File: src/design/lsu_defs.svh
`ifndef LSU_DEFS_SVH
`define LSU_DEFS_SVH

// ======================================================================
// load/store unit sizes
// ======================================================================

// data and address width, one rv32 word.
`define LSU_XLEN        32

// byte lanes per word, fixed by the rv32 byte layout.
`define LSU_LANES       4

// log2 of the word count of the private data memory.
`define LSU_DEPTH_LOG2  8

// number of words per bank, derived.
`define LSU_DEPTH       (1 << `LSU_DEPTH_LOG2)

// word index sits just above the two byte-offset bits.
`define LSU_IDX_LO      2
`define LSU_IDX_HI      (`LSU_DEPTH_LOG2 + 1)

`endif

File: src/design/lsu_pkg.sv
`default_nettype none

`include "lsu_defs.svh"

package lsu_pkg;

    // ==================================================================
    // operations
    // ==================================================================

    typedef enum logic [3:0] {
        OP_NONE = 4'd0,  // idle slot.
        OP_LB   = 4'd1,  // load byte, sign extended.
        OP_LBU  = 4'd2,  // load byte, zero extended.
        OP_LH   = 4'd3,  // load halfword, sign extended.
        OP_LHU  = 4'd4,  // load halfword, zero extended.
        OP_LW   = 4'd5,  // load word.
        OP_SB   = 4'd6,  // store byte.
        OP_SH   = 4'd7,  // store halfword.
        OP_SW   = 4'd8   // store word.
    } mem_op_e;

    // ==================================================================
    // records passed between blocks
    // ==================================================================

    // request as issued by the core, one per clock.
    typedef struct packed {
        logic                  valid;
        mem_op_e               op;
        logic [`LSU_XLEN-1:0]  addr;   // byte address.
        logic [`LSU_XLEN-1:0]  wdata;  // raw store data, low bits used.
    } lsu_req_t;

    // command for one byte bank.
    typedef struct packed {
        logic                        we;
        logic [`LSU_DEPTH_LOG2-1:0]  windex;
        logic [7:0]                  wbyte;
        logic [`LSU_DEPTH_LOG2-1:0]  rindex;
    } lane_wr_t;

    // request in flight, lines up with the bank read data.
    typedef struct packed {
        logic     valid;
        mem_op_e  op;
        logic [1:0] offset;      // byte offset within the word.
        logic     misaligned;
    } pend_t;

endpackage

`default_nettype wire

File: src/design/lsu_byte_bank.sv
`default_nettype none

`include "lsu_defs.svh"

module lsu_byte_bank import lsu_pkg::*; (
    input  wire logic      clk,
    input  wire lane_wr_t  lane_wr,
    output logic [7:0]     lane_rdata
);

    // ==================================================================
    // storage, one byte lane of the data memory
    // ==================================================================

    logic [7:0] mem [`LSU_DEPTH];  // contents are not reset.

    // masked write and registered read share the edge.
    // a store reads its own word and gets old data,
    // the extractor drops the read data of a store.
    always_ff @(posedge clk) begin
        if (lane_wr.we) begin
            mem[lane_wr.windex] <= lane_wr.wbyte;  // lane selected by store mask.
        end
        lane_rdata <= mem[lane_wr.rindex];         // read every cycle.
    end

endmodule

`default_nettype wire

File: config.mk
export PLATFORM = sky130hd
export DESIGN_NAME = lsu_byte_bank
export DESIGN_NICKNAME = d
export VERILOG_FILES = /design/src/design/lsu_pkg.sv /design/src/design/lsu_byte_bank.sv
export VERILOG_INCLUDE_DIRS = /design/src /design/src/design
export SDC_FILE = /design/constraint.sdc
export NUM_CORES = 2
export LEC_CHECK = 0
export BUFFER_PORTS_ARGS = -buffer_cell sky130_fd_sc_hd__buf_2
export CAP_MARGIN = 20
export CORE_ASPECT_RATIO = 0.7
export CORE_UTILIZATION = 57
export DETAILED_ROUTE_END_ITERATION = 8
export HOLD_SLACK_MARGIN = 0.02
export PLACE_DENSITY = 0.76
export SLEW_MARGIN = 10
export SYNTH_ARGS = -nofsm -noshare
export SYNTH_HDL_FRONTEND = slang
export SYNTH_SLANG_ARGS = --single-unit
File: constraint.sdc
create_clock -name clk -period 1.85 [get_ports clk]
set_input_delay 0.0925 -clock clk [delete_from_list [all_inputs] [get_ports clk]]
set_output_delay 0.0925 -clock clk [all_outputs]
set_load 0.01 [all_outputs]
== After elaboration in Yosys (flattened, before gate mapping) ==
Memories as Yosys holds them, arrays and structs flattened. A register that Yosys moved wholly into a read port is not among the register bits.
Index checks and enable logic that the tools add are counted.

* Flip-flop bits (word level): 0
* Latch bits: 0
* Memory bits (writable): 2048
* ROM bits: 0
* Output and inout port bits: 8
* Logic and storage cells: 3
* Memories: 1

{| class="wikitable"
|+ Memories
! memory !! words !! bits a word !! read ports !! clocked after memory_dff !! write ports !! line !! RTL
|-
| mem || 256 || 8 || 1 || 1 || 1 || lsu_byte_bank.sv:15 || <nowiki>logic [7:0] mem [`LSU_DEPTH];</nowiki>
|}

* Add/subtract/negate cells: 0
* Multipliers: 0
* Divide/modulo/power cells: 0
* Magnitude comparators: 0
* Equality and inequality tests: 0
* Shift operators: 0
* Multiplexer cells: 2
* Bitwise logic cells: 0
* Reduce and logical (&&, ||, !) cells: 0

{| class="wikitable"
|+ Operator list
! cell !! number
|-
| 2-to-1 mux 1 bit || 2
|}

== Logic depth before layout (Yosys ltp) ==
* Depth in word-level cells: 2
* Mapped depth: 11
* Depth with buffers taken out: 6

== Worst setup path after synthesis ==
OpenSTA, ideal clock, no wires.

* Path kind: in2reg
* Start: in lane_wr[0] (netlist name)
* End: reg lane_rdata[2] (read register of mem)
* Library setup time: 0.131 ns
* Arrival time: 1.899 ns
* Data required time: 1.719 ns
* Slack: -0.180 ns
* Stages: 9
* Cells stage by stage: buf_6 buf_12 buf_8 buf_2 mux4_2 a22oi_1 a21oi_1 nor4_1 nor4_2

{| class="wikitable"
|+ RTL lines
! element !! line !! RTL
|-
| start: declaration || lsu_byte_bank.sv:7 || <nowiki>input wire lane_wr_t lane_wr,</nowiki>
|-
| end: declaration || lsu_byte_bank.sv:8 || <nowiki>output logic [7:0] lane_rdata</nowiki>
|}

==> flow_metrics.tcl <==
set metrics [dict create \
    outcome "complete, but fails checks" \
    violations "negative setup slack" \
    start_util_pct 57.56 \
    synth_top_area_cell "edfxtp_1" \
    dr.pass1.iters 6 \
    vias 43270 \
    holdWs_ns 0.1230 \
    relSlewSlack_pct 30.07 \
    postSynthCellCount 3733 \
    worstHoldStart "lane_wr[20]" \
    cts_setup_buffers 0 \
    cp.arrival_ns 3.18 \
    die_w_um 448.5 \
    cp-startpoint "mem[27][5]$_DFFE_PP_" \
    reg2reg_slack_ns -0.65 \
    nets 4503 \
    post-route-period-util_pct 135.4 \
    ys_seq_area_share_pct 77.50 \
    synth_edf_count 2048 \
    power.internal_w 0.07295 \
    fmax_mhz 399.4 \
    synth_ff_type "edfxtp_1" \
    cts_buffers 177 \
    finalHoldViolCount 0 \
    finalSetupViolations 8 \
    syn_area_per_cell_sq_um 21.31 \
    ys_types 55 \
    core_area_sq_mm 0.1382 \
    antenna_found_initial 10 \
    yosysWarnings 0 \
    fin_ws_ns -0.6540 \
    crit_path_max_incr_delay_ns 0.53 \
    tns_ns -2.797 \
    grt.overflow.total 0 \
    async_reset_ff_share_pct 0 \
    crit_fanout 1 \
    areaGrowthSynthToFinish_pct 17.93 \
    skew_ns 0.02966 \
    crit_slowest_cell "mux4_2" \
    cts_tree "yes" \
    grt_setup_unrepaired "true" \
    combPwrFrac_pct 6.3 \
    min_path_cells 4 \
    post_drt_via_cell_ratio 6.671 \
    synth_top_area_share_pct 77.30 \
    drc 0 \
    ir_drop_uv 964.2 \
    hpwl_um 138200 \
    place_ws_ns -1.422 \
    ant_nets 0 \
    regToRegEndpoint "lane_rdata[5]$_DFF_P_" \
    grt_first_pass_wirelength_um 303500 \
    fin_crit_ns 2.504 \
    synth_nets 3759 \
    drtIter0Drc 6855 \
    insertion_delay_ns 0.82 \
    final_common_cell "edfxtp_1" \
    gp_congestion 0.9407 \
    pwr-share-clk_pct 38.5 \
    path_clk_slew_ns 0.07 \
    cp_cell_sequence "mux4_2 > a22o_1 > a221oi_2 > buf_4 > o221ai_4 > a211oi_4 > buf_4 > nor4_2" \
    power_frac_seq_pct 55.2 \
    leakage_nw 30.57 \
    cts.sinks 2056 \
    crit_required_ns 2.53 \
    fp-row-count 114 \
    sw_frac_of_total_pct 21.73 \
    cts-root-buf "clkbuf_16" \
    synthTopCellsByArea "edfxtp_1 (77%), mux4_2 (13%), mux2i_1 (1.7%), nor2_1 (1.3%), a22oi_1 (1.3%)" \
    seqCellArea_sq_mm 0.06166 \
    drive_gt1_share_pct 34.33 \
    endpoint_kind "flip-flop" \
    syn-cell-area_sq_mm 0.07956 \
    htree_levels 4 \
    whs_endpoint "mem[250][3]$_DFFE_PP_" \
    finalMaxSlewViolations 0 \
    dieArea_sq_mm 0.1411 \
    cp-start-kind "flip-flop" \
    worst-setup-path-type "reg -> reg" \
    fill_cells 8175 \
    r2r-start "mem[27][5]$_DFFE_PP_" \
    gr-usage-all-layers_pct 30.20 \
    ys_ff_latch 2056 \
    tightest_slew_ns 1.049 \
    grt_max_degree 109 \
    netSwitchingPower_w 0.02025 \
    grt_pass1_vias 42840 \
    min_path_type "in -> reg" \
    multi_input_area_sq_mm 0.01702 \
    boundaryPins 34 \
    wl_per_cell_um 32.61 \
    die_h_um 314.6 \
    io_buffers 33 \
    cap_violations 0 \
    ff2ff_path_depth 8 \
    crit_top_cell "buf_4" \
    wl_um 211500 \
    layout_common_cells "edfxtp_1 (2048), buf_4 (651), mux4_2 (455)" \
    clk_path_buf_depth 3 \
    p_per_area_mw_per_mm2 993.4 \
]
[worst max-delay path by stage]
stage               slack, ns                    end  depth (start not counted)
finish                  -0.65  lane_rdata[5]$_DFF_P_                          8
global route            -0.71  lane_rdata[5]$_DFF_P_                          8
CTS                     -0.62  lane_rdata[5]$_DFF_P_                          8
detailed placement      -1.42  lane_rdata[5]$_DFF_P_                         10
global placement        -2.02  lane_rdata[2]$_DFF_P_                          9
floorplan               -0.06  lane_rdata[0]$_DFF_P_                          9
[power groups by stage]
stage                     Combinational [W]  Clock [W]  Sequential (W)
after floorplan                     0.00257          0          0.0524
after global placement              0.00545          0          0.0524
after detailed placement            0.00559          0          0.0524
after CTS                           0.00575     0.0361          0.0514
after global routing                0.00610     0.0378          0.0514
final                               0.00591     0.0359          0.0514
[area by class of cell]
type | count | share of cell area, %
tap | 1856 | 2.475
multi-input combinational | 1442 | 18.14
timing repair buffer | 798 | 7.834
clock buffer | 222 | 5.013
sequential | 2056 | 65.72
inverter | 2 | 0.008002
antenna | 7 | 0.01867
clock inverter | 103 | 0.7948
[cell families (layout without fill, tap and decap cells)]
family                 after synthesis  in the layout  synth area share, %
AOI/OAI and AO/OA                  385            385                3.419
buffers and inverters              235           1125                1.831
muxes                              591            591                14.62
and+or+nand+nor                    466            466                2.628
DFF                               2056           2056                77.50
other                                0              7                    0
[metrics by stage]
stage / instances / cell area, sq um / utilization, % / power (W)
final: 6486 / 93820 / 67.88 / 0.09320
after global routing: 6481 / 93810 / 67.87 / 0.09532
after CTS: 6479 / 93650 / 67.76 / 0.09326
after detailed placement: 6146 / 87810 / 63.53 / 0.05802
after global placement: 6142 / 87760 / 63.49 / 0.05787
after floorplan: 3733 / 79870 / - / 0.05496
[synthesized netlist by cell type, types with 31 or more instances]
cell type	instances
nand3_1	34
buf_2	31
nor2b_1	31
a21oi_1	96
nand2_1	33
mux2i_1	134
o221ai_1	46
nor2_1	282
mux4_2	454
clkbuf_1	111
edfxtp_1	2048
a22oi_1	133
[registers in the layout, summed over array words and instances (netlist names)]
signal	count
lane_rdata	8
mem	2048
[routing by layer]
layer  part of all wire [%]  GRT usage [%]
met5                 0.0061              0
met4                    3.2          10.40
met3                     15          8.211
met2                     45          43.93
met1                     37          44.70
[critical path, delay by kind of cell (launching register included)]
family	cells	cell delay, ns
multiplexers	1	0.53
AO/OA/AOI/OAI	4	1.06
buffers and inverters	2	0.41
flip-flops	1	0.35
AND/OR/NAND/NOR	1	0.04
[what timing repair did]
item,4_1_cts,5_1_grt
hold buffers,9,0
hold endpoints to repair,1078,0
endpoints found under the setup margin,8,306
gates cloned,0,0
gates resized for setup,54,30
pin swaps,23,10
No activity file was read; power rests on OpenSTA's default activity.
