**src/design/lsu_defs.svh**
```systemverilog
`ifndef LSU_DEFS_SVH
`define LSU_DEFS_SVH

// ======================================================================
// load/store unit sizes
// ======================================================================

// data and address width, one rv32 word.
`define LSU_XLEN        32

// byte lanes per word, fixed by the rv32 byte layout.
`define LSU_LANES       4

// log2 of the word count of the private data memory.
`define LSU_DEPTH_LOG2  8

// number of words per bank, derived.
`define LSU_DEPTH       (1 << `LSU_DEPTH_LOG2)

// word index sits just above the two byte-offset bits.
`define LSU_IDX_LO      2
`define LSU_IDX_HI      (`LSU_DEPTH_LOG2 + 1)

`endif

```
**src/design/lsu_pkg.sv**
```systemverilog
`default_nettype none

`include "lsu_defs.svh"

package lsu_pkg;

    // ==================================================================
    // operations
    // ==================================================================

    typedef enum logic [3:0] {
        OP_NONE = 4'd0,  // idle slot.
        OP_LB   = 4'd1,  // load byte, sign extended.
        OP_LBU  = 4'd2,  // load byte, zero extended.
        OP_LH   = 4'd3,  // load halfword, sign extended.
        OP_LHU  = 4'd4,  // load halfword, zero extended.
        OP_LW   = 4'd5,  // load word.
        OP_SB   = 4'd6,  // store byte.
        OP_SH   = 4'd7,  // store halfword.
        OP_SW   = 4'd8   // store word.
    } mem_op_e;

    // ==================================================================
    // records passed between blocks
    // ==================================================================

    // request as issued by the core, one per clock.
    typedef struct packed {
        logic                  valid;
        mem_op_e               op;
        logic [`LSU_XLEN-1:0]  addr;   // byte address.
        logic [`LSU_XLEN-1:0]  wdata;  // raw store data, low bits used.
    } lsu_req_t;

    // command for one byte bank.
    typedef struct packed {
        logic                        we;
        logic [`LSU_DEPTH_LOG2-1:0]  windex;
        logic [7:0]                  wbyte;
        logic [`LSU_DEPTH_LOG2-1:0]  rindex;
    } lane_wr_t;

    // request in flight, lines up with the bank read data.
    typedef struct packed {
        logic     valid;
        mem_op_e  op;
        logic [1:0] offset;      // byte offset within the word.
        logic     misaligned;
    } pend_t;

endpackage

`default_nettype wire

```
**src/design/lsu_load_extract.sv**
```systemverilog
`default_nettype none

`include "lsu_defs.svh"

module lsu_load_extract import lsu_pkg::*; (
    input  wire logic                          clk,
    input  wire logic                          arst_n,
    input  wire pend_t                         pend,
    input  wire logic [`LSU_LANES-1:0][7:0]    lane_rdata,
    output logic                               done,
    output logic                               err,
    output logic [`LSU_XLEN-1:0]               rdata
);

    // ==================================================================
    // lane merge and rotate
    // ==================================================================

    logic [`LSU_XLEN-1:0] merged;    // lane 0 is the low byte.
    logic [`LSU_XLEN-1:0] shifted;   // addressed byte moved to bit 0.
    logic [`LSU_XLEN-1:0] rdata_d;
    logic                 done_d;
    logic                 err_d;

    assign merged  = lane_rdata;                         // packed lanes, lane 0 low.
    assign shifted = merged >> {pend.offset, 3'b000};    // eight bits per offset step.

    // ==================================================================
    // extension and completion
    // ==================================================================

    always_comb begin
        done_d  = 1'b0;
        err_d   = 1'b0;
        rdata_d = '0;
        if (pend.valid) begin
            if (pend.misaligned) begin
                err_d = 1'b1;        // trusted from the aligner.
            end else begin
                done_d = 1'b1;
                case (pend.op)
                    OP_LB:  rdata_d = {{24{shifted[7]}}, shifted[7:0]};
                    OP_LBU: rdata_d = {24'h0, shifted[7:0]};
                    OP_LH:  rdata_d = {{16{shifted[15]}}, shifted[15:0]};
                    OP_LHU: rdata_d = {16'h0, shifted[15:0]};
                    OP_LW:  rdata_d = shifted;          // offset is zero here.
                    default: rdata_d = '0;              // stores return zero.
                endcase
            end
        end
    end

    // response registers, one pulse per request.
    always_ff @(posedge clk or negedge arst_n) begin
        if (!arst_n) begin
            done  <= 1'b0;
            err   <= 1'b0;
            rdata <= '0;
        end else begin
            done  <= done_d;
            err   <= err_d;
            rdata <= rdata_d;
        end
    end

    // a request completes one way only.
    a_done_err: assert property (@(posedge clk) disable iff (!arst_n)
        !(done && err));

endmodule

`default_nettype wire

```
**config.mk**
```make
export PLATFORM = sky130hd
export DESIGN_NAME = lsu_load_extract
export DESIGN_NICKNAME = d
export VERILOG_FILES = /design/src/design/lsu_pkg.sv /design/src/design/lsu_load_extract.sv
export VERILOG_INCLUDE_DIRS = /design/src /design/src/design
export SDC_FILE = /design/constraint.sdc
export NUM_CORES = 1
export LEC_CHECK = 0
export BUFFER_PORTS_ARGS = -buffer_cell sky130_fd_sc_hd__buf_2
export CAP_MARGIN = 0
export CELL_PAD_IN_SITES_DETAIL_PLACEMENT = 1
export CELL_PAD_IN_SITES_GLOBAL_PLACEMENT = 2
export CORE_MARGIN = 5
export CORE_UTILIZATION = 29
export CTS_CLUSTER_DIAMETER = 60
export CTS_CLUSTER_SIZE = 20
export DETAILED_ROUTE_END_ITERATION = 8
export GPL_TIMING_DRIVEN = 0
export PLACE_DENSITY = 0.94
export RECOVER_POWER = 25
export SYNTH_ARGS = -nofsm -noshare
export SYNTH_HDL_FRONTEND = slang
export SYNTH_SLANG_ARGS = --single-unit
```
**constraint.sdc**
```tcl
create_clock -name clk -period 0.8 [get_ports clk]
set_clock_uncertainty 0.05 [all_clocks]
set_input_delay 0.08 -clock clk [delete_from_list [all_inputs] [get_ports clk]]
set_output_delay 0.08 -clock clk [all_outputs]
set_load 0.02 [all_outputs]
```
=== Word-level counts from Yosys, hierarchy flattened ===
Index checks and enable logic that the tools add are counted.

* Equal/unequal tests: 5
* Shift operators: 1
* Mux-type cells: 7

{| class="wikitable"
|+ Operators by type and width
! operator !! count
|-
| one-hot mux 32 bit (5 select lines) || 1
|-
| two-way mux 32 bit || 2
|-
| right shift 32 x 5 -> 32 bit || 1
|-
| == test 4 x 2 -> 1 bit, second input constant || 2
|-
| == test 4 x 3 -> 1 bit, second input constant || 2
|-
| == test 4 x 1 -> 1 bit, second input constant || 1
|-
| two-way mux 1 bit || 4
|}

* Register bits after elaboration: 34
* Input bits: 42
* Logic and storage cells: 16

=== Longest topological paths before layout ===
Gate-level depths: netlist of run 1.

* Word-level depth: 4
* Depth in mapped cells: 6
* Mapped depth without buffers: 4

=== Least setup slack after synthesis of run 1 ===
OpenSTA, ideal clock, no wires.

* Kind: input port to flip-flop
* Start point: input pend[2] (netlist name)
* End point: register rdata[10]
* Setup time: 0.073 ns
* Data arrival time: 1.249 ns
* Slack: -0.572 ns
* Stages on the path: 6
* Buffers on the path: 2
* Cell sequence: buf_4 mux4_2 inv_2 or4_4 buf_6 a21oi_2

* Cells in the longest elaborated chain, start to end: 4

{| class="wikitable"
|+ RTL lines
! what !! line !! source
|-
| from (decl) || lsu_load_extract.sv:8 || <nowiki>input wire pend_t pend,</nowiki>
|-
| right shift 32 x 5 -> 32 bit || lsu_load_extract.sv:26 || <nowiki>assign shifted = merged >> {pend.offset, 3'b000};</nowiki>
|-
| one-hot mux 32 bit (5 select lines) || lsu_load_extract.sv:41 || <nowiki>case (pend.op)</nowiki>
|-
| two-way mux 32 bit || lsu_load_extract.sv:37 || <nowiki>if (pend.misaligned) begin</nowiki>
|-
| two-way mux 32 bit || lsu_load_extract.sv:36 || <nowiki>if (pend.valid) begin</nowiki>
|-
| via rdata_d[10] || lsu_load_extract.sv:21 || <nowiki>logic [`LSU_XLEN-1:0] rdata_d;</nowiki>
|-
| to (signal assigned) || lsu_load_extract.sv:62 || <nowiki>rdata <= rdata_d;</nowiki>
|-
| to (decl) || lsu_load_extract.sv:12 || <nowiki>output logic [`LSU_XLEN-1:0] rdata</nowiki>
|}

The timed path passes the listed nets, and every way through them passes these cells.

=== Worst setup path in the final report of run 1 ===
* Start point: input pend[2] (netlist name)
* End point: register rdata[14]

Same word-level chain as after synthesis.

==> out/metrics.cfg, run 1 <==
[grt]
antenna_found_initial = 0
grt_pass1_vias = 1737
overflow = 0
grt_max_degree = 35
gr-usage-all-layers = 0.159
grt_pass1_wl_um = 8910

[timing]
min_period_over_period = 1.44
setup_tns_ps = -14190
rsz0062_at_grt = true
max_freq_ghz = 0.865
fin_hold_ws_ps = -161
slew_headroom = 0.431
finalWorstSetupSlack_ps = -356
period_minus_slack_ps = 1160
tightest_slew_ps = 853
setup_viol = 66
hold_viol_final = 34
final_max_slew_viol_count = 0

[power_and_ir_drop]
leakage_uw = 0.00140
p_seq_frac = 0.459
clockPowerShare = 0.344
pwr_density_cell_nw_per_um2 = 1360
p_switching_uw = 1040
p_int_uw = 2800
p_sw_frac = 0.271
vdd_ir_drop_max_uv = 774
power_frac_comb = 0.196

[critical_path]
critPathMaxFanout = 8
endpoint_kind = flip-flop
required_ps = 960
startpoint = pend[2]
worstSetupPathType = input port to flip-flop
cp-start-kind = input port
cp_data_arrival_time_ps = 1320

[floorplanning]
dieWidth_um = 85.8
start_util = 0.300
die_area_um2 = 7350
dieHeight_um = 85.8
row_count = 27
ioPinCount = 76
coreArea_um2 = 5540

[drt]
wl_per_cell_um = 17.7
drtIter0Drc = 52
wl_um = 5750
routed_via_density = 4.86
drc = 0
ant_nets = 0
drtPass1Iterations = 4
num_vias = 1574

[synth]
syn_inst = 149
ys_ff_latch = 34
synth_warnings = 0
ys_types = 29
avgSynthCellArea_um2 = 11.2
synthesis.nets = 191
ys_seq_area_frac = 0.511
syn_area_um2 = 1660

[clock_tree]
tritoncts = yes
htreeDepth = 2
cts-root-buf = clkbuf_8
clock_sinks = 34
clk_pin_slew_worst_paths_ps = 70
holdBufCountCts = 10
clk_path_buf_depth = 2
cts_buffers = 5

[placed_design]
hpwl_um = 3980
place_ws_ps = -773
post_dp_cell_area_um2 = 2170
io_buffers = 73
globalplace.congestion = 0.890

[worst_hold_path]
hp-class = input port to asynchronous set/reset pin

[cells_and_area]
multi_input_area_um2 = 880
area_growth_pct = 69.0
final_util = 0.508
final_layout_size_suffix_gt1_frac = 0.548
regArea_um2 = 851
diodes = 0
nets = 293
stdcell_area_um2 = 2810
fillers = 609

[status]
violations = negative hold slack, negative setup slack
status = complete, but fails checks

[job]
drv_cap = 0

cells by family (layout without fill, tap and decap cells):
group | Yosys count | after routing | synth area share
AOI/OAI and AO/OA | 50 | 50 | 0.214
buffers and inverters | 12 | 115 | 0.0361
DFF | 34 | 34 | 0.511
muxes | 17 | 17 | 0.110
and+or+nand+nor | 36 | 36 | 0.129
registers in the layout, indices dropped and copies added (netlist names):
| name | flops |
|---|---|
| done | 1 |
| err | 1 |
| rdata | 32 |
layout make-up:
class,count,share of cell area
clock buffer,7,0.0307
clock inverter,1,0.00178
tap,72,0.0320
inverter,2,0.00267
buffer,9,0.0271
timing repair buffer,96,0.290
sequential,34,0.302
multi-input combinational,103,0.313
metrics by stage:
step | cells | power (uW)
3_3_place_gp | 294 | 2340
5_1_grt | 324 | 4010
4_1_cts | 317 | 3810
6_report | 324 | 3840
2_1_floorplan | 149 | 2090
3_5_place_dp | 294 | 2350
synthesized netlist by cell type, drive strengths merged:
master   n  area share
a2111o   1      0.0068
nor2b    8       0.030
and2     8       0.030
a21oi    9       0.045
o21ai   15       0.045
nor2    10       0.027
mux4     1       0.014
inv      2      0.0045
a21o     8       0.036
a211oi  15       0.071
mux2i   16       0.096
or3      1      0.0038
o21a     1      0.0045
or4      2       0.011
dfrtp   34        0.51
clkbuf   4      0.0090
a211o    1      0.0053
buf      6       0.023
nand2b   4       0.015
nand3b   2      0.0090
nor3     1      0.0030
layer usage:
metal,global-route usage,vias to the layer above,wire length (um)
met4,0.0504,0,95
met1,0.188,770,2340
li1,-,739,-
met2,0.273,57,2910
met5,0,-,0
met3,0.0500,8,405
cells in the final DEF, fill, tap and decap left out, types with 8 or more instances in the layout:
master / instances
buf_6: 42
buf_2: 38
dfrtp_1: 34
mux2i_1: 14
dlygate4sd3_1: 10
a21oi_2: 9
a21o_1: 8
o21ai_0: 8
nor2b_1: 8
and2_1: 8
critical path, stage by stage:
cell and delay [ps]:
buf_8 120, mux4_2 390, inv_2 50, or4_4 510
a21oi_2 170
power groups by stage:
stage	Combinational (uW)	Clock, uW	Sequential [uW]
2_1_floorplan	257	0	1830
3_3_place_gp	547	0	1790
5_1_grt	813	1430	1770
3_5_place_dp	560	0	1790
4_1_cts	691	1360	1760
6_report	754	1320	1760
worst max-delay path by stage:
stage	to	slack, ps	depth (start not counted)
final	rdata[14]	-360	5
after global routing	rdata[29]	-400	6
after CTS	rdata[29]	-340	6
after detailed placement	rdata[23]	-770	5
after global placement	rdata[30]	-750	6
after floorplan	rdata[10]	-540	6
timing repair:
item,in CTS,in global routing
cloned,2,0
buffers inserted,4,7
gates resized for setup,92,23
endpoints found under the hold margin,43,34
pin swaps,12,10
endpoints found under the setup margin,66,66
Power figures use the tool's default switching activity.
==> run 2: changes to the inputs <==
Settings changed: CAP_MARGIN 0 to 20, SETUP_SLACK_MARGIN set to 0.15.
==> run 2 against run 1 <==
Critical path depth stayed put. Wire length fell by 4.3%. Worst hold slack gained 2.1 ps. Clock-buffer cell count did not move. Setup slack improved by 9.5 ps. Cell count shrank 3.4%. Sequential power hardly changed. Sequential share of layout area is 1.5 points higher. First-iteration DRC count increased by 12%. Die area is the same. Utilization decreased by 2.4 points. The flow still finishes with violations (negative hold slack, negative setup slack).
==> out/metrics.cfg, run 2 (same netlist as run 1, synthesis figures left out) <==
[critical_path]
worstSetupPathType = input port to flip-flop
cp-start-kind = input port
critPathMaxFanout = 8  ; unchanged
cp_data_arrival_time_ps = 1260  ; -60 ps
required_ps = 910  ; -50 ps
endpoint_kind = flip-flop

[job]
drv_cap = 0  ; unchanged

[power_and_ir_drop]
vdd_ir_drop_max_uv = 786  ; +1.5%
leakage_uw = 0.00135  ; -4.1%
p_int_uw = 2750  ; -1.6%
p_sw_frac = 0.271  ; about the same
p_seq_frac = 0.467  ; +0.008
clockPowerShare = 0.351  ; +0.007
pwr_density_cell_nw_per_um2 = 1410  ; +3.3%
p_switching_uw = 1020  ; -1.6%
power_frac_comb = 0.182  ; -0.014

[cells_and_area]
largest_reg_flops = 32  ; unchanged
nets = 282  ; -3.8%
final_util = 0.484  ; -0.0242
reg_top3 = rdata: 32 flops, done: 1 flops, err: 1 flops
final_common_cell = buf_6
layout_common_cells = buf_6 (41), buf_2 (39), dfrtp_1 (34), mux2i_1 (14), a21oi_2 (9)
area_growth_pct = 61.0
final_layout_size_suffix_gt1_frac = 0.560  ; +0.0125
stdcell_count = 313  ; -3.4%
largest-register = rdata
diodes = 0  ; unchanged

[drt]
wl_um = 5500  ; -4.3%
drc = 0  ; unchanged
routed_via_density = 4.90  ; +0.82%
ant_nets = 0  ; unchanged
drtPass1Iterations = 4  ; unchanged
wl_per_cell_um = 17.6  ; -0.93%
drtIter0Drc = 58  ; +12%
num_vias = 1533  ; -2.6%

[status]
status = complete, but fails checks
violations = negative hold slack, negative setup slack

[clock_tree]
clk_pin_slew_worst_paths_ps = 70  ; about the same
cts_buffers = 5  ; unchanged
clock_sinks = 34  ; unchanged
cts-root-buf = clkbuf_8
tritoncts = yes
htreeDepth = 2  ; unchanged
clk_path_buf_depth = 2  ; unchanged

[grt]
grt_pass1_wl_um = 8670  ; -2.7%
gr-usage-all-layers = 0.155  ; -0.00362
grt_pass1_vias = 1689  ; -2.8%
antenna_found_initial = 0  ; unchanged
overflow = 0  ; unchanged
grt_max_degree = 35  ; unchanged

[placed_design]
io_buffers = 73  ; unchanged
hpwl_um = 3980  ; unchanged
globalplace.congestion = 0.890  ; unchanged
dp.cells = 294  ; unchanged
place_ws_ps = -773  ; unchanged

[timing]
setup_viol = 66  ; unchanged
finalWorstSetupSlack_ps = -346  ; +9.51 ps
max_freq_ghz = 0.873  ; +0.83%
hold_viol_final = 40  ; +18%
rsz0062_at_grt = true
slew_headroom = 0.431  ; -0.000480
min_period_over_period = 1.43  ; -0.0119
fin_hold_ws_ps = -159  ; +2.10 ps
final_max_slew_viol_count = 0  ; unchanged
period_minus_slack_ps = 1150  ; -9.51 ps
tightest_slew_ps = 854  ; +0.720 ps

[floorplanning]
dieWidth_um = 85.8  ; unchanged
row_count = 27  ; unchanged
start_util = 0.300  ; unchanged
die_area_um2 = 7350  ; unchanged
ioPinCount = 76  ; unchanged
dieHeight_um = 85.8  ; unchanged
coreArea_um2 = 5540  ; unchanged

[worst_hold_path]
hp-class = input port to asynchronous set/reset pin

-- run 2: power by group through the flow --
stage          Sequential [uW]  Combinational, uW  Clock, uW
6_report                  1760                689       1320
5_1_grt                   1770                747       1430
4_1_cts                   1760                652       1360
3_5_place_dp              1790                560          0
3_3_place_gp              1790                547          0
2_1_floorplan             1830                257          0
-- run 2: worst max-delay path, cell delays in order --
cell,delay [ps]
buf_8,100
mux4_2,540
nor2_2,210
a211o_4,200
o21ai_0,120
-- run 2: per-layer routing --
| layer | part of all wire | vias up | GRT usage | wire, um |
|---|---|---|---|---|
| met2 | 0.50 | 63 | 0.263 | 2740 |
| li1 | - | 719 | - | - |
| met3 | 0.080 | 10 | 0.0500 | 442 |
| met5 | 0 | - | 0 | 0 |
| met1 | 0.40 | 741 | 0.184 | 2210 |
| met4 | 0.021 | 0 | 0.0561 | 117 |
-- run 2: how the worst max path moves through the flow --
| stage | start | end | slack, ps | cells after the start |
|---|---|---|---|---|
| 3_3_place_gp | pend[4] | rdata[30] | -750 | 6 |
| 3_5_place_dp | pend[2] | rdata[23] | -770 | 5 |
| 6_report | pend[2] | rdata[23] | -350 | 5 |
| 2_1_floorplan | pend[2] | rdata[10] | -540 | 6 |
| 4_1_cts | pend[0] | rdata[29] | -340 | 6 |
| 5_1_grt | pend[0] | rdata[29] | -390 | 6 |
-- run 2: per-stage QoR --
| step | setup TNS [ps] | area (um2) | power, uW |
|---|---|---|---|
| 2_1_floorplan | -12760 | 1710 | 2090 |
| 3_3_place_gp | -19480 | 2170 | 2340 |
| 3_5_place_dp | -20610 | 2170 | 2350 |
| 4_1_cts | -13950 | 2600 | 3780 |
| 5_1_grt | -15740 | 2680 | 3940 |
| 6_report | -13890 | 2680 | 3780 |
-- run 2: area by class of cell --
cell class	count	area (um2)
fillers	623	2860
multi-input cells	103	865
flip-flops and latches	34	851
repair buffers	84	686
well taps	72	90.1
plain buffers	10	88.8
clock buffers	7	86.3
inverters	2	7.51
clock inverters	1	5.00
-- run 2: timing repair --
| action | 4_1_cts | 5_1_grt |
|---|---|---|
| buffers inserted | 4 | 5 |
| hold endpoints to repair | 43 | 40 |
| resized for setup | 91 | 17 |
| setup endpoints to repair | 66 | 66 |
| pin swaps | 11 | 7 |
| gates cloned | 2 | 0 |
