### config.mk
export PLATFORM = sky130hd
export DESIGN_NAME = lsu_store_align
export DESIGN_NICKNAME = d
export VERILOG_FILES = /design/src/design/lsu_pkg.sv /design/src/design/lsu_store_align.sv
export VERILOG_INCLUDE_DIRS = /design/src /design/src/design
export SDC_FILE = /design/constraint.sdc
export NUM_CORES = 1
export LEC_CHECK = 0
export ABC_AREA = 1
export BUFFER_PORTS_ARGS = -buffer_cell sky130_fd_sc_hd__clkbuf_2
export CORE_AREA = 3 3 68 70
export DETAILED_ROUTE_END_ITERATION = 8
export DIE_AREA = 0 0 71 73
export HOLD_SLACK_MARGIN = 0.05
export PLACE_DENSITY = 0.82
export REMOVE_ABC_BUFFERS = 1
export SYNTH_ARGS = -nofsm -noshare
export SYNTH_HDL_FRONTEND = slang
export SYNTH_SLANG_ARGS = --single-unit
### constraint.sdc
create_clock -name clk -period 1.6 [get_ports clk]
set_input_delay 0.08 -clock clk [delete_from_list [all_inputs] [get_ports clk]]
set_output_delay 0.08 -clock clk [all_outputs]
set_load 0.03 [all_outputs]
### src/design/lsu_defs.svh
`ifndef LSU_DEFS_SVH
`define LSU_DEFS_SVH

// ======================================================================
// load/store unit sizes
// ======================================================================

// data and address width, one rv32 word.
`define LSU_XLEN        32

// byte lanes per word, fixed by the rv32 byte layout.
`define LSU_LANES       4

// log2 of the word count of the private data memory.
`define LSU_DEPTH_LOG2  8

// number of words per bank, derived.
`define LSU_DEPTH       (1 << `LSU_DEPTH_LOG2)

// word index sits just above the two byte-offset bits.
`define LSU_IDX_LO      2
`define LSU_IDX_HI      (`LSU_DEPTH_LOG2 + 1)

`endif

### src/design/lsu_pkg.sv
`default_nettype none

`include "lsu_defs.svh"

package lsu_pkg;

    // ==================================================================
    // operations
    // ==================================================================

    typedef enum logic [3:0] {
        OP_NONE = 4'd0,  // idle slot.
        OP_LB   = 4'd1,  // load byte, sign extended.
        OP_LBU  = 4'd2,  // load byte, zero extended.
        OP_LH   = 4'd3,  // load halfword, sign extended.
        OP_LHU  = 4'd4,  // load halfword, zero extended.
        OP_LW   = 4'd5,  // load word.
        OP_SB   = 4'd6,  // store byte.
        OP_SH   = 4'd7,  // store halfword.
        OP_SW   = 4'd8   // store word.
    } mem_op_e;

    // ==================================================================
    // records passed between blocks
    // ==================================================================

    // request as issued by the core, one per clock.
    typedef struct packed {
        logic                  valid;
        mem_op_e               op;
        logic [`LSU_XLEN-1:0]  addr;   // byte address.
        logic [`LSU_XLEN-1:0]  wdata;  // raw store data, low bits used.
    } lsu_req_t;

    // command for one byte bank.
    typedef struct packed {
        logic                        we;
        logic [`LSU_DEPTH_LOG2-1:0]  windex;
        logic [7:0]                  wbyte;
        logic [`LSU_DEPTH_LOG2-1:0]  rindex;
    } lane_wr_t;

    // request in flight, lines up with the bank read data.
    typedef struct packed {
        logic     valid;
        mem_op_e  op;
        logic [1:0] offset;      // byte offset within the word.
        logic     misaligned;
    } pend_t;

endpackage

`default_nettype wire

### src/design/lsu_store_align.sv
`default_nettype none

`include "lsu_defs.svh"

module lsu_store_align import lsu_pkg::*; (
    input  wire logic                              clk,
    input  wire logic                              arst_n,
    input  wire lsu_req_t                          req,
    output lane_wr_t [`LSU_LANES-1:0]              lane_wr,
    output pend_t                                  pend
);

    // ==================================================================
    // decode
    // ==================================================================

    logic                       is_store;    // sb, sh or sw.
    logic                       is_half;     // lh, lhu or sh.
    logic                       is_word;     // lw or sw.
    logic [1:0]                 offset;
    logic                       misaligned;
    logic [`LSU_LANES-1:0]      lane_en;     // lanes touched by the store width.
    logic [`LSU_LANES-1:0]      lane_we;     // final per-lane write enable.
    logic [`LSU_XLEN-1:0]       wdata_rep;   // store data spread over lanes.
    logic [`LSU_DEPTH_LOG2-1:0] windex;

    assign offset = req.addr[1:0];
    assign windex = req.addr[`LSU_IDX_HI:`LSU_IDX_LO];  // upper bits wrap.

    always_comb begin
        is_store = 1'b0;
        is_half  = 1'b0;
        is_word  = 1'b0;
        case (req.op)
            OP_LH, OP_LHU: is_half = 1'b1;
            OP_LW:         is_word = 1'b1;
            OP_SB:         is_store = 1'b1;
            OP_SH: begin
                is_store = 1'b1;
                is_half  = 1'b1;
            end
            OP_SW: begin
                is_store = 1'b1;
                is_word  = 1'b1;
            end
            default: ;  // byte loads and idle need nothing.
        endcase
    end

    // halfword on odd byte, word off a word boundary.
    assign misaligned = (is_half & offset[0]) | (is_word & (offset != 2'b00));

    // ==================================================================
    // lane enables and data replication
    // ==================================================================

    always_comb begin
        lane_en   = '0;
        wdata_rep = req.wdata;
        case (req.op)
            OP_SB: begin
                lane_en   = 4'b0001 << offset;
                wdata_rep = {4{req.wdata[7:0]}};  // same byte on every lane.
            end
            OP_SH: begin
                lane_en   = 4'b0011 << offset;   // offset 0 or 2 when legal.
                wdata_rep = {2{req.wdata[15:0]}};
            end
            OP_SW: lane_en = 4'b1111;
            default: ;
        endcase
    end

    // a misaligned store writes nothing.
    assign lane_we = lane_en & {`LSU_LANES{req.valid & is_store & ~misaligned}};

    // all lanes read the same word every cycle.
    always_comb begin
        for (int i = 0; i < `LSU_LANES; i++) begin
            lane_wr[i].we     = lane_we[i];
            lane_wr[i].windex = windex;
            lane_wr[i].wbyte  = wdata_rep[8*i +: 8];
            lane_wr[i].rindex = windex;
        end
    end

    // ==================================================================
    // pending record, lines up with bank read data
    // ==================================================================

    always_ff @(posedge clk or negedge arst_n) begin
        if (!arst_n) begin
            pend <= '0;
        end else begin
            pend.valid      <= req.valid;
            pend.op         <= req.op;
            pend.offset     <= offset;
            pend.misaligned <= misaligned;
        end
    end

    // no idle opcode on a valid slot.
    a_op_valid: assert property (@(posedge clk) disable iff (!arst_n)
        req.valid |-> req.op != OP_NONE);

    // store width bounds the number of written lanes.
    a_lane_count: assert property (@(posedge clk) disable iff (!arst_n)
        $countones(lane_we) <= ((req.op == OP_SW) ? 4 :
                                (req.op == OP_SH) ? 2 :
                                (req.op == OP_SB) ? 1 : 0));

endmodule

`default_nettype wire

# Yosys cells after proc, flatten, opt, wreduce, memory -nomap -nowiden

Cells that the tools add are included.

Bits in registers: 8
Bits of input ports: 71
Output and inout port bits: 108
Logic and storage cells: 28

Equal/unequal tests: 6
Shift operators: 2
Muxes and demuxes: 5
Bitwise gates (word level): 7
Reductions and logical operators: 4

Operator list:

| kind                  | count |
|---|---|
| $pmux W32 S2          | 1 |
| $eq A4 B3 Y1 const B  | 4 |
| $pmux W4 S3           | 1 |
| $reduce_or A3 Y1      | 2 |
| $and A1 B1 Y1         | 4 |
| $and A4 B4 Y4         | 1 |
| $eq A4 B2 Y1 const B  | 1 |
| $eq A4 B4 Y1 const B  | 1 |
| $shl A1 B2 Y4 const A | 1 |
| $shl A2 B2 Y4 const A | 1 |
| $mux W1               | 3 |
| $reduce_bool A2 Y1    | 1 |
| $reduce_or A2 Y1      | 1 |
| $not A1 Y1            | 1 |
| $or A1 B1 Y1          | 1 |

# Depth between registers and ports, before layout

Gate-level depths: netlist of the first run.

Depth after elaboration: 8
Depth in mapped cells: 8
Gate-level depth less buffers: 7

# Worst setup path after synthesis of the first run

Ideal clock, no wire load.

Path kind: input port to output port
Start: input req[67] (netlist name)
End: output lane_wr[40] (netlist name)
Data arrival time: 1.110 ns
Data required time: 1.520 ns
Setup slack: 0.410 ns
Cell stages on the path: 4
Path buffers: 0
Cell sequence: inv_1 -> nand3_1 -> clkinv_1 -> o21ai_0

RTL lines:

| what        | RTL line             | RTL |
|---|---|---|
| from (decl) | lsu_store_align.sv:8 | `input wire lsu_req_t req,` |
| to (decl)   | lsu_store_align.sv:9 | `` output lane_wr_t [`LSU_LANES-1:0] lane_wr, `` |

==> results.sh, run 1 <==
export IMPL_stdcell_area_sq_mm=0.00132
export IMPL_grt_pass1_vias=1158
export IMPL_reg_top3="pend x8"
export IMPL_max_clock_path_buffers=2
export IMPL_post_cts_repair_setup_buffers=0
export IMPL_cts_tree="yes"
export IMPL_max_stage_delay_ps=530
export IMPL_ys_types=14
export IMPL_drive_above_1_share=0.406
export IMPL_ys_top_cells_by_area="buf_4 (43%), nand2_1 (20%), dfrtp_1 (16%)"
export IMPL_drt_first_pass_iters=4
export IMPL_period_needed_ps=1430
export IMPL_setup_tns_ps=0
export IMPL_dp_hpwl_microns=3120
export IMPL_crit_start="req[68]"
export IMPL_p_leak_nw=0.848
export IMPL_synth_area_leader_cell="buf_4"
export IMPL_portBuffers=84
export IMPL_hold_depth=0
export IMPL_drc=0
export IMPL_num_rows=23
export IMPL_status="complete, no violations"
export IMPL_io_pins=179
export IMPL_ys_ff_latch=8
export IMPL_htreeDepth=1
export IMPL_postPlaceCellArea_sq_mm=0.00121
export IMPL_core_sq_mm=0.00403
export IMPL_fp_dieW_microns=71
export IMPL_viasPerCell=4.45
export IMPL_tightest_slew_ps=335
export IMPL_track_usage=0.136
export IMPL_largest_reg_flops=8
export IMPL_max_slew_margin_rel=0.775
export IMPL_crit_buf_inv=4
export IMPL_clockRootBuffer="clkbuf_8"
export IMPL_required_ps=1520
export IMPL_area_growth_pct=5.06
export IMPL_place_inst=269
export IMPL_grt_pass1_wl_microns=5630
export IMPL_die_h_microns=73
export IMPL_cp_max_fo=4
export IMPL_cpMostUsedCell="clkbuf_2"
export IMPL_drtIter0Drc=34
export IMPL_synth_top_cell_area_share=0.429
export IMPL_setup_viol=0
export IMPL_drt_wl_total_microns=3690
export IMPL_grt_max_degree=18
export IMPL_antenna_found_initial=0
export IMPL_drt_wirelength_per_cell_microns=13.2
export IMPL_path_class="in2out"
export IMPL_routabilityCongestion=0.702
export IMPL_peakVddDrop_v=0.000136
export IMPL_overflow=0
export IMPL_hold_path_class="in2out"
export IMPL_ant_nets=0
export IMPL_finalHoldViolCount=0
export IMPL_cts_inserted_buffers=3
export IMPL_max_freq_mhz=697
export IMPL_drv_cap=0
export IMPL_synthCells=207
export IMPL_cp_cell_sequence="dlygate4sd3_1 > clkbuf_2 > inv_1 > a21oi_1 > nand3_1 > nor2_1 > clkbuf_2"
export IMPL_regMostFlops="pend"
export IMPL_holdBufCountCts=7
export IMPL_startpoint_type="primary input"
export IMPL_num_antenna_cells=0
export IMPL_fin_cells=279
export IMPL_initial_core_util=0.313
export IMPL_syn_avg_cell_area_sq_um=6.09
export IMPL_synth_area_sq_mm=0.00126
export IMPL_min_to="lane_wr[53]"
export IMPL_rsz0062_at_grt="no"
export IMPL_cts_repair_resize_count=0
export IMPL_fin_crit_sh=0.896
export IMPL_worstPathArrival_ps=1350
export IMPL_cp_end_kind="primary output"
export IMPL_p_per_area_mw_per_mm2=631
export IMPL_cts_sinks=8
export IMPL_yosysWarnings=0
export IMPL_nets=302
export IMPL_seq_area_frac_synth=0.159
export IMPL_slowest_stage="dlygate4sd3_1"
export IMPL_min_delay_start="req[37]"
export IMPL_die_area_sq_mm=0.00518
export IMPL_drv_slew=0
export IMPL_critical_path_top_delay_family="buffers and inverters"
export IMPL_cp_depth=7
export IMPL_vias=1241
[Yosys cell counts]
cell and number:
buf_2 4, inv_1 17, nand2_1 67, a21oi_1 5, o21ai_0 7, o21ai_1 1
nor2_1 12, nor2_2 1, nand3_1 9, inv_2 1, clkinv_1 1, dfrtp_1 8
buf_4 72, o211ai_1 2
[where the power goes]
group          internal [mW]  switching, mW
registers              0.214        0.00251
logic                  0.127          0.263
clock network          0.162         0.0669
[metrics by stage]
stage                util  setup slack, ps  power (mW)  hold WS (ps)
floorplan               -             -273       0.423          -216
global placement    0.301              169       0.596         -78.2
detailed placement  0.301              160       0.600         -69.1
CTS                 0.329              142       0.850           163
global route        0.329             24.0       0.899           163
finish              0.329              166       0.835           162
[how the worst max path moves through the flow]
stage / end / slack [ps]
detailed placement: lane_wr[86] / 160
global route: lane_wr[99] / 20
finish: lane_wr[74] / 170
global placement: lane_wr[36] / 170
CTS: lane_wr[74] / 140
floorplan: lane_wr[40] / -270
[final cells by class]
class / instances / area [sq um]
multi-input cells: 104 / 428
well taps: 50 / 62.6
flip-flops and latches: 8 / 200
fillers: 451 / 2710
inverters: 19 / 71.3
repair buffers: 95 / 520
clock buffers: 3 / 41.3
[layer usage]
metal  up-vias  part of all wire  GRT usage
li1        604                 -          -
met2       120              0.48      0.215
met4         0            0.0014     0.0334
met5         -                 0     0.0303
met1       515              0.33      0.138
met3         2              0.19      0.107
[placed cells by master, fill, tap and decap left out, drive strengths merged]
cell and instances:
nor2 13, clkbuf 87, clkinv 1, nand3 9, o211ai 2, buf 4, nand2 67, a21oi 5
dfrtp 8, dlygate4sd3 7, o21ai 8, inv 18
[cells by family (layout without fill, tap and decap cells)]
| family | Yosys count | in the layout | synth area share |
|---|---|---|---|
| flip-flops | 8 | 8 | 0.159 |
| buffers and inverters | 95 | 117 | 0.501 |
| AND/OR/NAND/NOR | 89 | 89 | 0.276 |
| AO/OA/AOI/OAI | 15 | 15 | 0.0635 |
Note: power is estimated with default switching activity, not from simulation.
==> run 2, diff against run 1 <==
--- a/config.mk
+++ b/config.mk
@@ -8,11 +8,11 @@
 export LEC_CHECK = 0
 export ABC_AREA = 1
 export BUFFER_PORTS_ARGS = -buffer_cell sky130_fd_sc_hd__clkbuf_2
-export CORE_AREA = 3 3 68 70
+export CORE_MARGIN = 3
+export CORE_UTILIZATION = 31
 export DETAILED_ROUTE_END_ITERATION = 8
-export DIE_AREA = 0 0 71 73
 export HOLD_SLACK_MARGIN = 0.05
-export PLACE_DENSITY = 0.82
+export PLACE_DENSITY = 0.83
 export REMOVE_ABC_BUFFERS = 1
 export SYNTH_ARGS = -nofsm -noshare
 export SYNTH_HDL_FRONTEND = slang
==> constraint.sdc (replaced) <==
create_clock -name clk -period 1.5 [get_ports clk]
set_input_delay 0.075 -clock clk [delete_from_list [all_inputs] [get_ports clk]]
set_output_delay 0.075 -clock clk [all_outputs]
set_load 0.03 [all_outputs]
==> run 2 against run 1 <==
- critical path depth unchanged
- sequential power rose by 6%
- clock power up 6%
- combinational power rose by 7.9%
- sequential share of layout area shrank 0.21 points
- setup slack lost 21 ps
- global-route usage increased by 1.9 points
- die area is 6.1% lower
- wire length increased by 2.5%
- utilization increased by 2.5 points
==> results.sh, run 2 (synthesis results as in run 1) <==
export IMPL_setup_viol=0
export IMPL_cp_depth=7
export IMPL_reg_top3="pend x8"
export IMPL_drt_first_pass_iters=4
export IMPL_die_area_sq_mm=0.00487
export IMPL_required_ps=1420
export IMPL_path_class="in2out"
export IMPL_busiest_layer="met2"
export IMPL_core_sq_mm=0.00380
export IMPL_drc=0
export IMPL_fin_cells=278
export IMPL_fin_crit_sh=0.903
export IMPL_fp_dieW_microns=69.8
export IMPL_rsz0062_at_grt="no"
export IMPL_track_usage=0.154
export IMPL_postPlaceCellArea_sq_mm=0.00122
export IMPL_max_freq_mhz=738
export IMPL_routabilityCongestion=0.820
export IMPL_setup_tns_ps=0
export IMPL_cts_sinks=8
export IMPL_clkSlewWorstSetupHoldPaths_ps=40
export IMPL_die_h_microns=69.8
export IMPL_drt_wl_total_microns=3780
export IMPL_vias=1241
export IMPL_num_antenna_cells=0
export IMPL_cp_end_kind="primary output"
export IMPL_crit_buf_inv=4
export IMPL_finalHoldViolCount=0
export IMPL_peakVddDrop_v=0.000166
export IMPL_p_per_area_mw_per_mm2=666
export IMPL_antenna_found_initial=0
export IMPL_overflow=0
export IMPL_stdcell_area_sq_mm=0.00134
export IMPL_viasPerCell=4.46
export IMPL_htreeDepth=1
export IMPL_max_slew_margin_rel=0.808
export IMPL_area_growth_pct=6.55
export IMPL_num_rows=22
export IMPL_met2_usage=0.265
export IMPL_cts_tree="yes"
export IMPL_max_stage_delay_ps=520
export IMPL_regMostFlops="pend"
export IMPL_slowest_stage="dlygate4sd3_1"
export IMPL_cp_cell_sequence="dlygate4sd3_1 > clkbuf_2 > inv_1 > a21oi_2 > nand3_2 > nor2_1 > clkbuf_2"
export IMPL_drv_cap=0
export IMPL_drtIter0Drc=50
export IMPL_max_clock_path_buffers=2
export IMPL_status="complete, no violations"
export IMPL_startpoint_type="primary input"
export IMPL_largest_reg_flops=8
export IMPL_grt_pass1_vias=1191
export IMPL_clockRootBuffer="clkbuf_8"
export IMPL_p_leak_nw=0.856
export IMPL_cpMostUsedCell="clkbuf_2"
export IMPL_nets=303
export IMPL_dp_hpwl_microns=3220
export IMPL_met3_usage=0.116
export IMPL_whs_ps=59.2
export IMPL_io_pins=179
export IMPL_drv_slew=0
export IMPL_critical_path_top_delay_family="buffers and inverters"
export IMPL_ant_nets=0
export IMPL_portBuffers=84
export IMPL_initial_core_util=0.332
export IMPL_grt_pass1_wl_microns=6100
export IMPL_cp_max_fo=4
export IMPL_grt_max_degree=16
export IMPL_grt_util_met1=0.151
export IMPL_period_needed_ps=1350
export IMPL_drt_wirelength_per_cell_microns=13.6
export IMPL_final_common_cell="clkbuf_2"
export IMPL_hold_path_class="in2reg"
export IMPL_tightest_slew_ps=287
export IMPL_worstPathArrival_ps=1280
export IMPL_layout_common_cells="clkbuf_2 (81), nand2_1 (67), inv_1 (17)"
export IMPL_drive_above_1_share=0.417
export IMPL_place_inst=268
export IMPL_hold_depth=1
export IMPL_cts_inserted_buffers=3
==> run 2: report_power, final <==
group | total (mW) | internal, mW | switching (mW) | leakage (nW)
Sequential | 0.231 | 0.228 | 0.00295 | 0.0948
Clock | 0.242 | 0.172 | 0.0695 | 0.0216
Combinational | 0.421 | 0.138 | 0.283 | 0.740
Total | 0.894 | 0.539 | 0.356 | 0.856
==> run 2: area by class of cell <==
| type | count | area, sq um |
|---|---|---|
| clock buffers | 3 | 41.3 |
| fillers | 426 | 2460 |
| inverters | 19 | 71.3 |
| multi-input cells | 104 | 437 |
| flip-flops and latches | 8 | 200 |
| well taps | 48 | 60.1 |
| repair buffers | 96 | 533 |
==> run 2: worst paths after layout <==
kind	startpoint	end	slack, ps
min	req[64]	pend[3]$_DFF_PN0_	60
max in group asynchronous	arst_n	pend[1]$_DFF_PN0_	1090
max	req[68]	lane_wr[24]	150
min in group asynchronous	arst_n	pend[4]$_DFF_PN0_	240
==> run 2: timing repair <==
| action | CTS | global route |
|---|---|---|
| resized for setup | 0 | 7 |
| buffers inserted | 0 | 0 |
| endpoints found under the setup margin | 0 | 4 |
| hold endpoints to repair | 14 | 0 |
| hold buffers | 7 | 0 |
==> run 2: layer usage <==
layer	wire [microns]	up-vias	share of wire
met3	757	0	0.20
met2	1800	140	0.48
met4	0	0	0
met1	1230	497	0.32
met5	0	-	0
li1	-	604	-
==> run 2: per-stage QoR <==
step	worst slack (ps)	power (mW)	util
floorplan	-363	0.451	-
global placement	168	0.640	0.320
detailed placement	175	0.644	0.320
CTS	67.2	0.906	0.350
global route	16.7	0.963	0.353
finish	145	0.894	0.353
==> run 3, diff against run 2 <==
--- a/config.mk
+++ b/config.mk
@@ -8,11 +8,12 @@
 export LEC_CHECK = 0
 export ABC_AREA = 1
 export BUFFER_PORTS_ARGS = -buffer_cell sky130_fd_sc_hd__clkbuf_2
-export CORE_MARGIN = 3
-export CORE_UTILIZATION = 31
+export CORE_AREA = 2 2 69 71
+export CTS_BUF_LIST = sky130_fd_sc_hd__clkbuf_4
 export DETAILED_ROUTE_END_ITERATION = 8
+export DIE_AREA = 0 0 71 73
 export HOLD_SLACK_MARGIN = 0.05
-export PLACE_DENSITY = 0.83
+export PLACE_DENSITY = 0.78
 export REMOVE_ABC_BUFFERS = 1
 export SYNTH_ARGS = -nofsm -noshare
 export SYNTH_HDL_FRONTEND = slang
==> run 3 against run 2 <==
- clock power fell by 37%
- final area fell by 0.28%
- global-route usage fell by 1.5 points
- sequential share of layout area barely moved
- wire length rose by 4.3%
- combinational power barely moved
- non-clock buffer count fell by 1
- utilization fell by 5.8 points
- critical endpoint unchanged
- largest power group unchanged
- sequential power barely moved
- flip-flop and latch count did not move
- clock-buffer cell count did not move
- worst hold slack improved by 92 ps
==> results.sh, run 3 (synthesis results as in run 1) <==
export IMPL_grt_pass1_wl_microns=5650
export IMPL_startpoint_type="primary input"
export IMPL_cts_sinks=8
export IMPL_drt_wirelength_per_cell_microns=13.9
export IMPL_post_cts_repair_setup_buffers=0
export IMPL_fin_crit_sh=0.938
export IMPL_grt_pass1_vias=1104
export IMPL_drive_above_1_share=0.422
export IMPL_regMostFlops="pend"
export IMPL_portBuffers=84
export IMPL_p_leak_nw=0.843
export IMPL_num_rows=25
export IMPL_drt_wl_total_microns=3940
export IMPL_period_needed_ps=1410
export IMPL_initial_core_util=0.278
export IMPL_rsz0062_at_grt="yes"
export IMPL_track_usage=0.140
export IMPL_slowest_stage="dlygate4sd3_1"
export IMPL_crit_start="req[68]"
export IMPL_path_class="in2out"
export IMPL_largest_reg_flops=8
export IMPL_setup_viol=0
export IMPL_drv_slew=0
export IMPL_area_growth_pct=6.26
export IMPL_overflow=0
export IMPL_worstPathArrival_ps=1330
export IMPL_grt_max_degree=16
export IMPL_drc=0
export IMPL_die_h_microns=73
export IMPL_cp_cell_sequence="dlygate4sd3_1 > clkbuf_2 > inv_1 > a21oi_1 > nand3_2 > nor2_1 > buf_4"
export IMPL_p_total_mw=0.807
export IMPL_routabilityCongestion=0.799
export IMPL_io_pins=179
export IMPL_max_stage_delay_ps=530
export IMPL_tightest_slew_ps=220
export IMPL_p_per_area_mw_per_mm2=603
export IMPL_final_common_cell="clkbuf_2"
export IMPL_nets=303
export IMPL_layout_common_cells="clkbuf_2 (79), nand2_1 (67), inv_1 (17)"
export IMPL_place_inst=273
export IMPL_peakVddDrop_v=0.000153
export IMPL_fp_dieW_microns=71
export IMPL_dp_hpwl_microns=3270
export IMPL_vias=1231
export IMPL_cp_max_fo=4
export IMPL_die_area_sq_mm=0.00518
export IMPL_fin_cells=284
export IMPL_required_ps=1420
export IMPL_viasPerCell=4.33
export IMPL_drt_first_pass_iters=4
export IMPL_clockRootBuffer="clkbuf_4"
export IMPL_fillers=488
export IMPL_cts_inserted_buffers=3
export IMPL_cts_tree="yes"
export IMPL_max_freq_mhz=711
export IMPL_drtIter0Drc=64
export IMPL_reg_top3="pend x8"
export IMPL_hold_path_class="in2out"
export IMPL_finalHoldViolCount=0
export IMPL_max_clock_path_buffers=2
export IMPL_max_slew_margin_rel=0.852
export IMPL_antenna_found_initial=0
export IMPL_status="complete, no violations"
export IMPL_min_delay_start="req[37]"
export IMPL_ant_nets=0
export IMPL_drv_cap=0
export IMPL_core_sq_mm=0.00454
export IMPL_num_antenna_cells=0
export IMPL_cp_end_kind="primary output"
export IMPL_htreeDepth=1
-- run 3: changes by cell type in the layout (fill, tap and decap cells not counted), sizes merged --
cell,before,now
clkbuf,86,82
buf,6,9
clkinvlp,0,2
clkinv,1,0
-- run 3: stage by stage --
stage	setup slack [ps]	utilization	TNS (ps)	area (sq um)	hold WS, ps
after floorplan	-363	-	-1600	699	-221
after global placement	111	0.268	0	1220	-81.3
after detailed placement	89.3	0.268	0	1220	-74.9
after CTS	24.0	0.289	0	1310	125
after global routing	-5.55	0.295	-5.55	1340	150
final	92.7	0.295	0	1340	152
-- run 3: path summary, 6_finish.rpt --
check                               endpoint  slack (ps)  depth (start not counted)
min in group asynchronous  pend[6]$_DFF_PN0_         200                          2
setup / recovery                 lane_wr[24]          90                          7
hold / removal                   lane_wr[94]         150                          0
max in group asynchronous  pend[7]$_DFF_PN0_        1120                          2
-- run 3: timing repair --
action                                  4_1_cts  5_1_grt
endpoints found under the hold margin        14        0
gates resized for setup                       0       16
endpoints found under the setup margin        0       10
hold buffers                                  7        0
-- run 3: report_power, final --
| group | internal, mW | switching (mW) |
|---|---|---|
| logic | 0.137 | 0.286 |
| clock network | 0.0908 | 0.0626 |
| registers | 0.228 | 0.00252 |
| total | 0.456 | 0.351 |
-- run 3: per-layer routing --
metal	track usage	wire length, microns	vias up
li1	-	-	608
met1	0.135	1380	503
met2	0.238	1920	118
met3	0.0953	639	2
met4	0.0377	8	0
met5	0.0707	0	-
-- run 3: worst max-delay path: cells and delay by family --
family	cells	cell delay (ps)
compound gates	1	140
buf+inv	4	870
simple gates	2	240
-- run 3: layout make-up --
class,instances,area [sq um],area share
tap,54,67.6,0.0505
clock buffer,3,22.5,0.0168
sequential,8,200,0.150
timing repair buffer,95,531,0.396
timing repair inverter,1,5.00,0.00374
inverter,19,75.1,0.0561
multi-input combinational,104,438,0.327
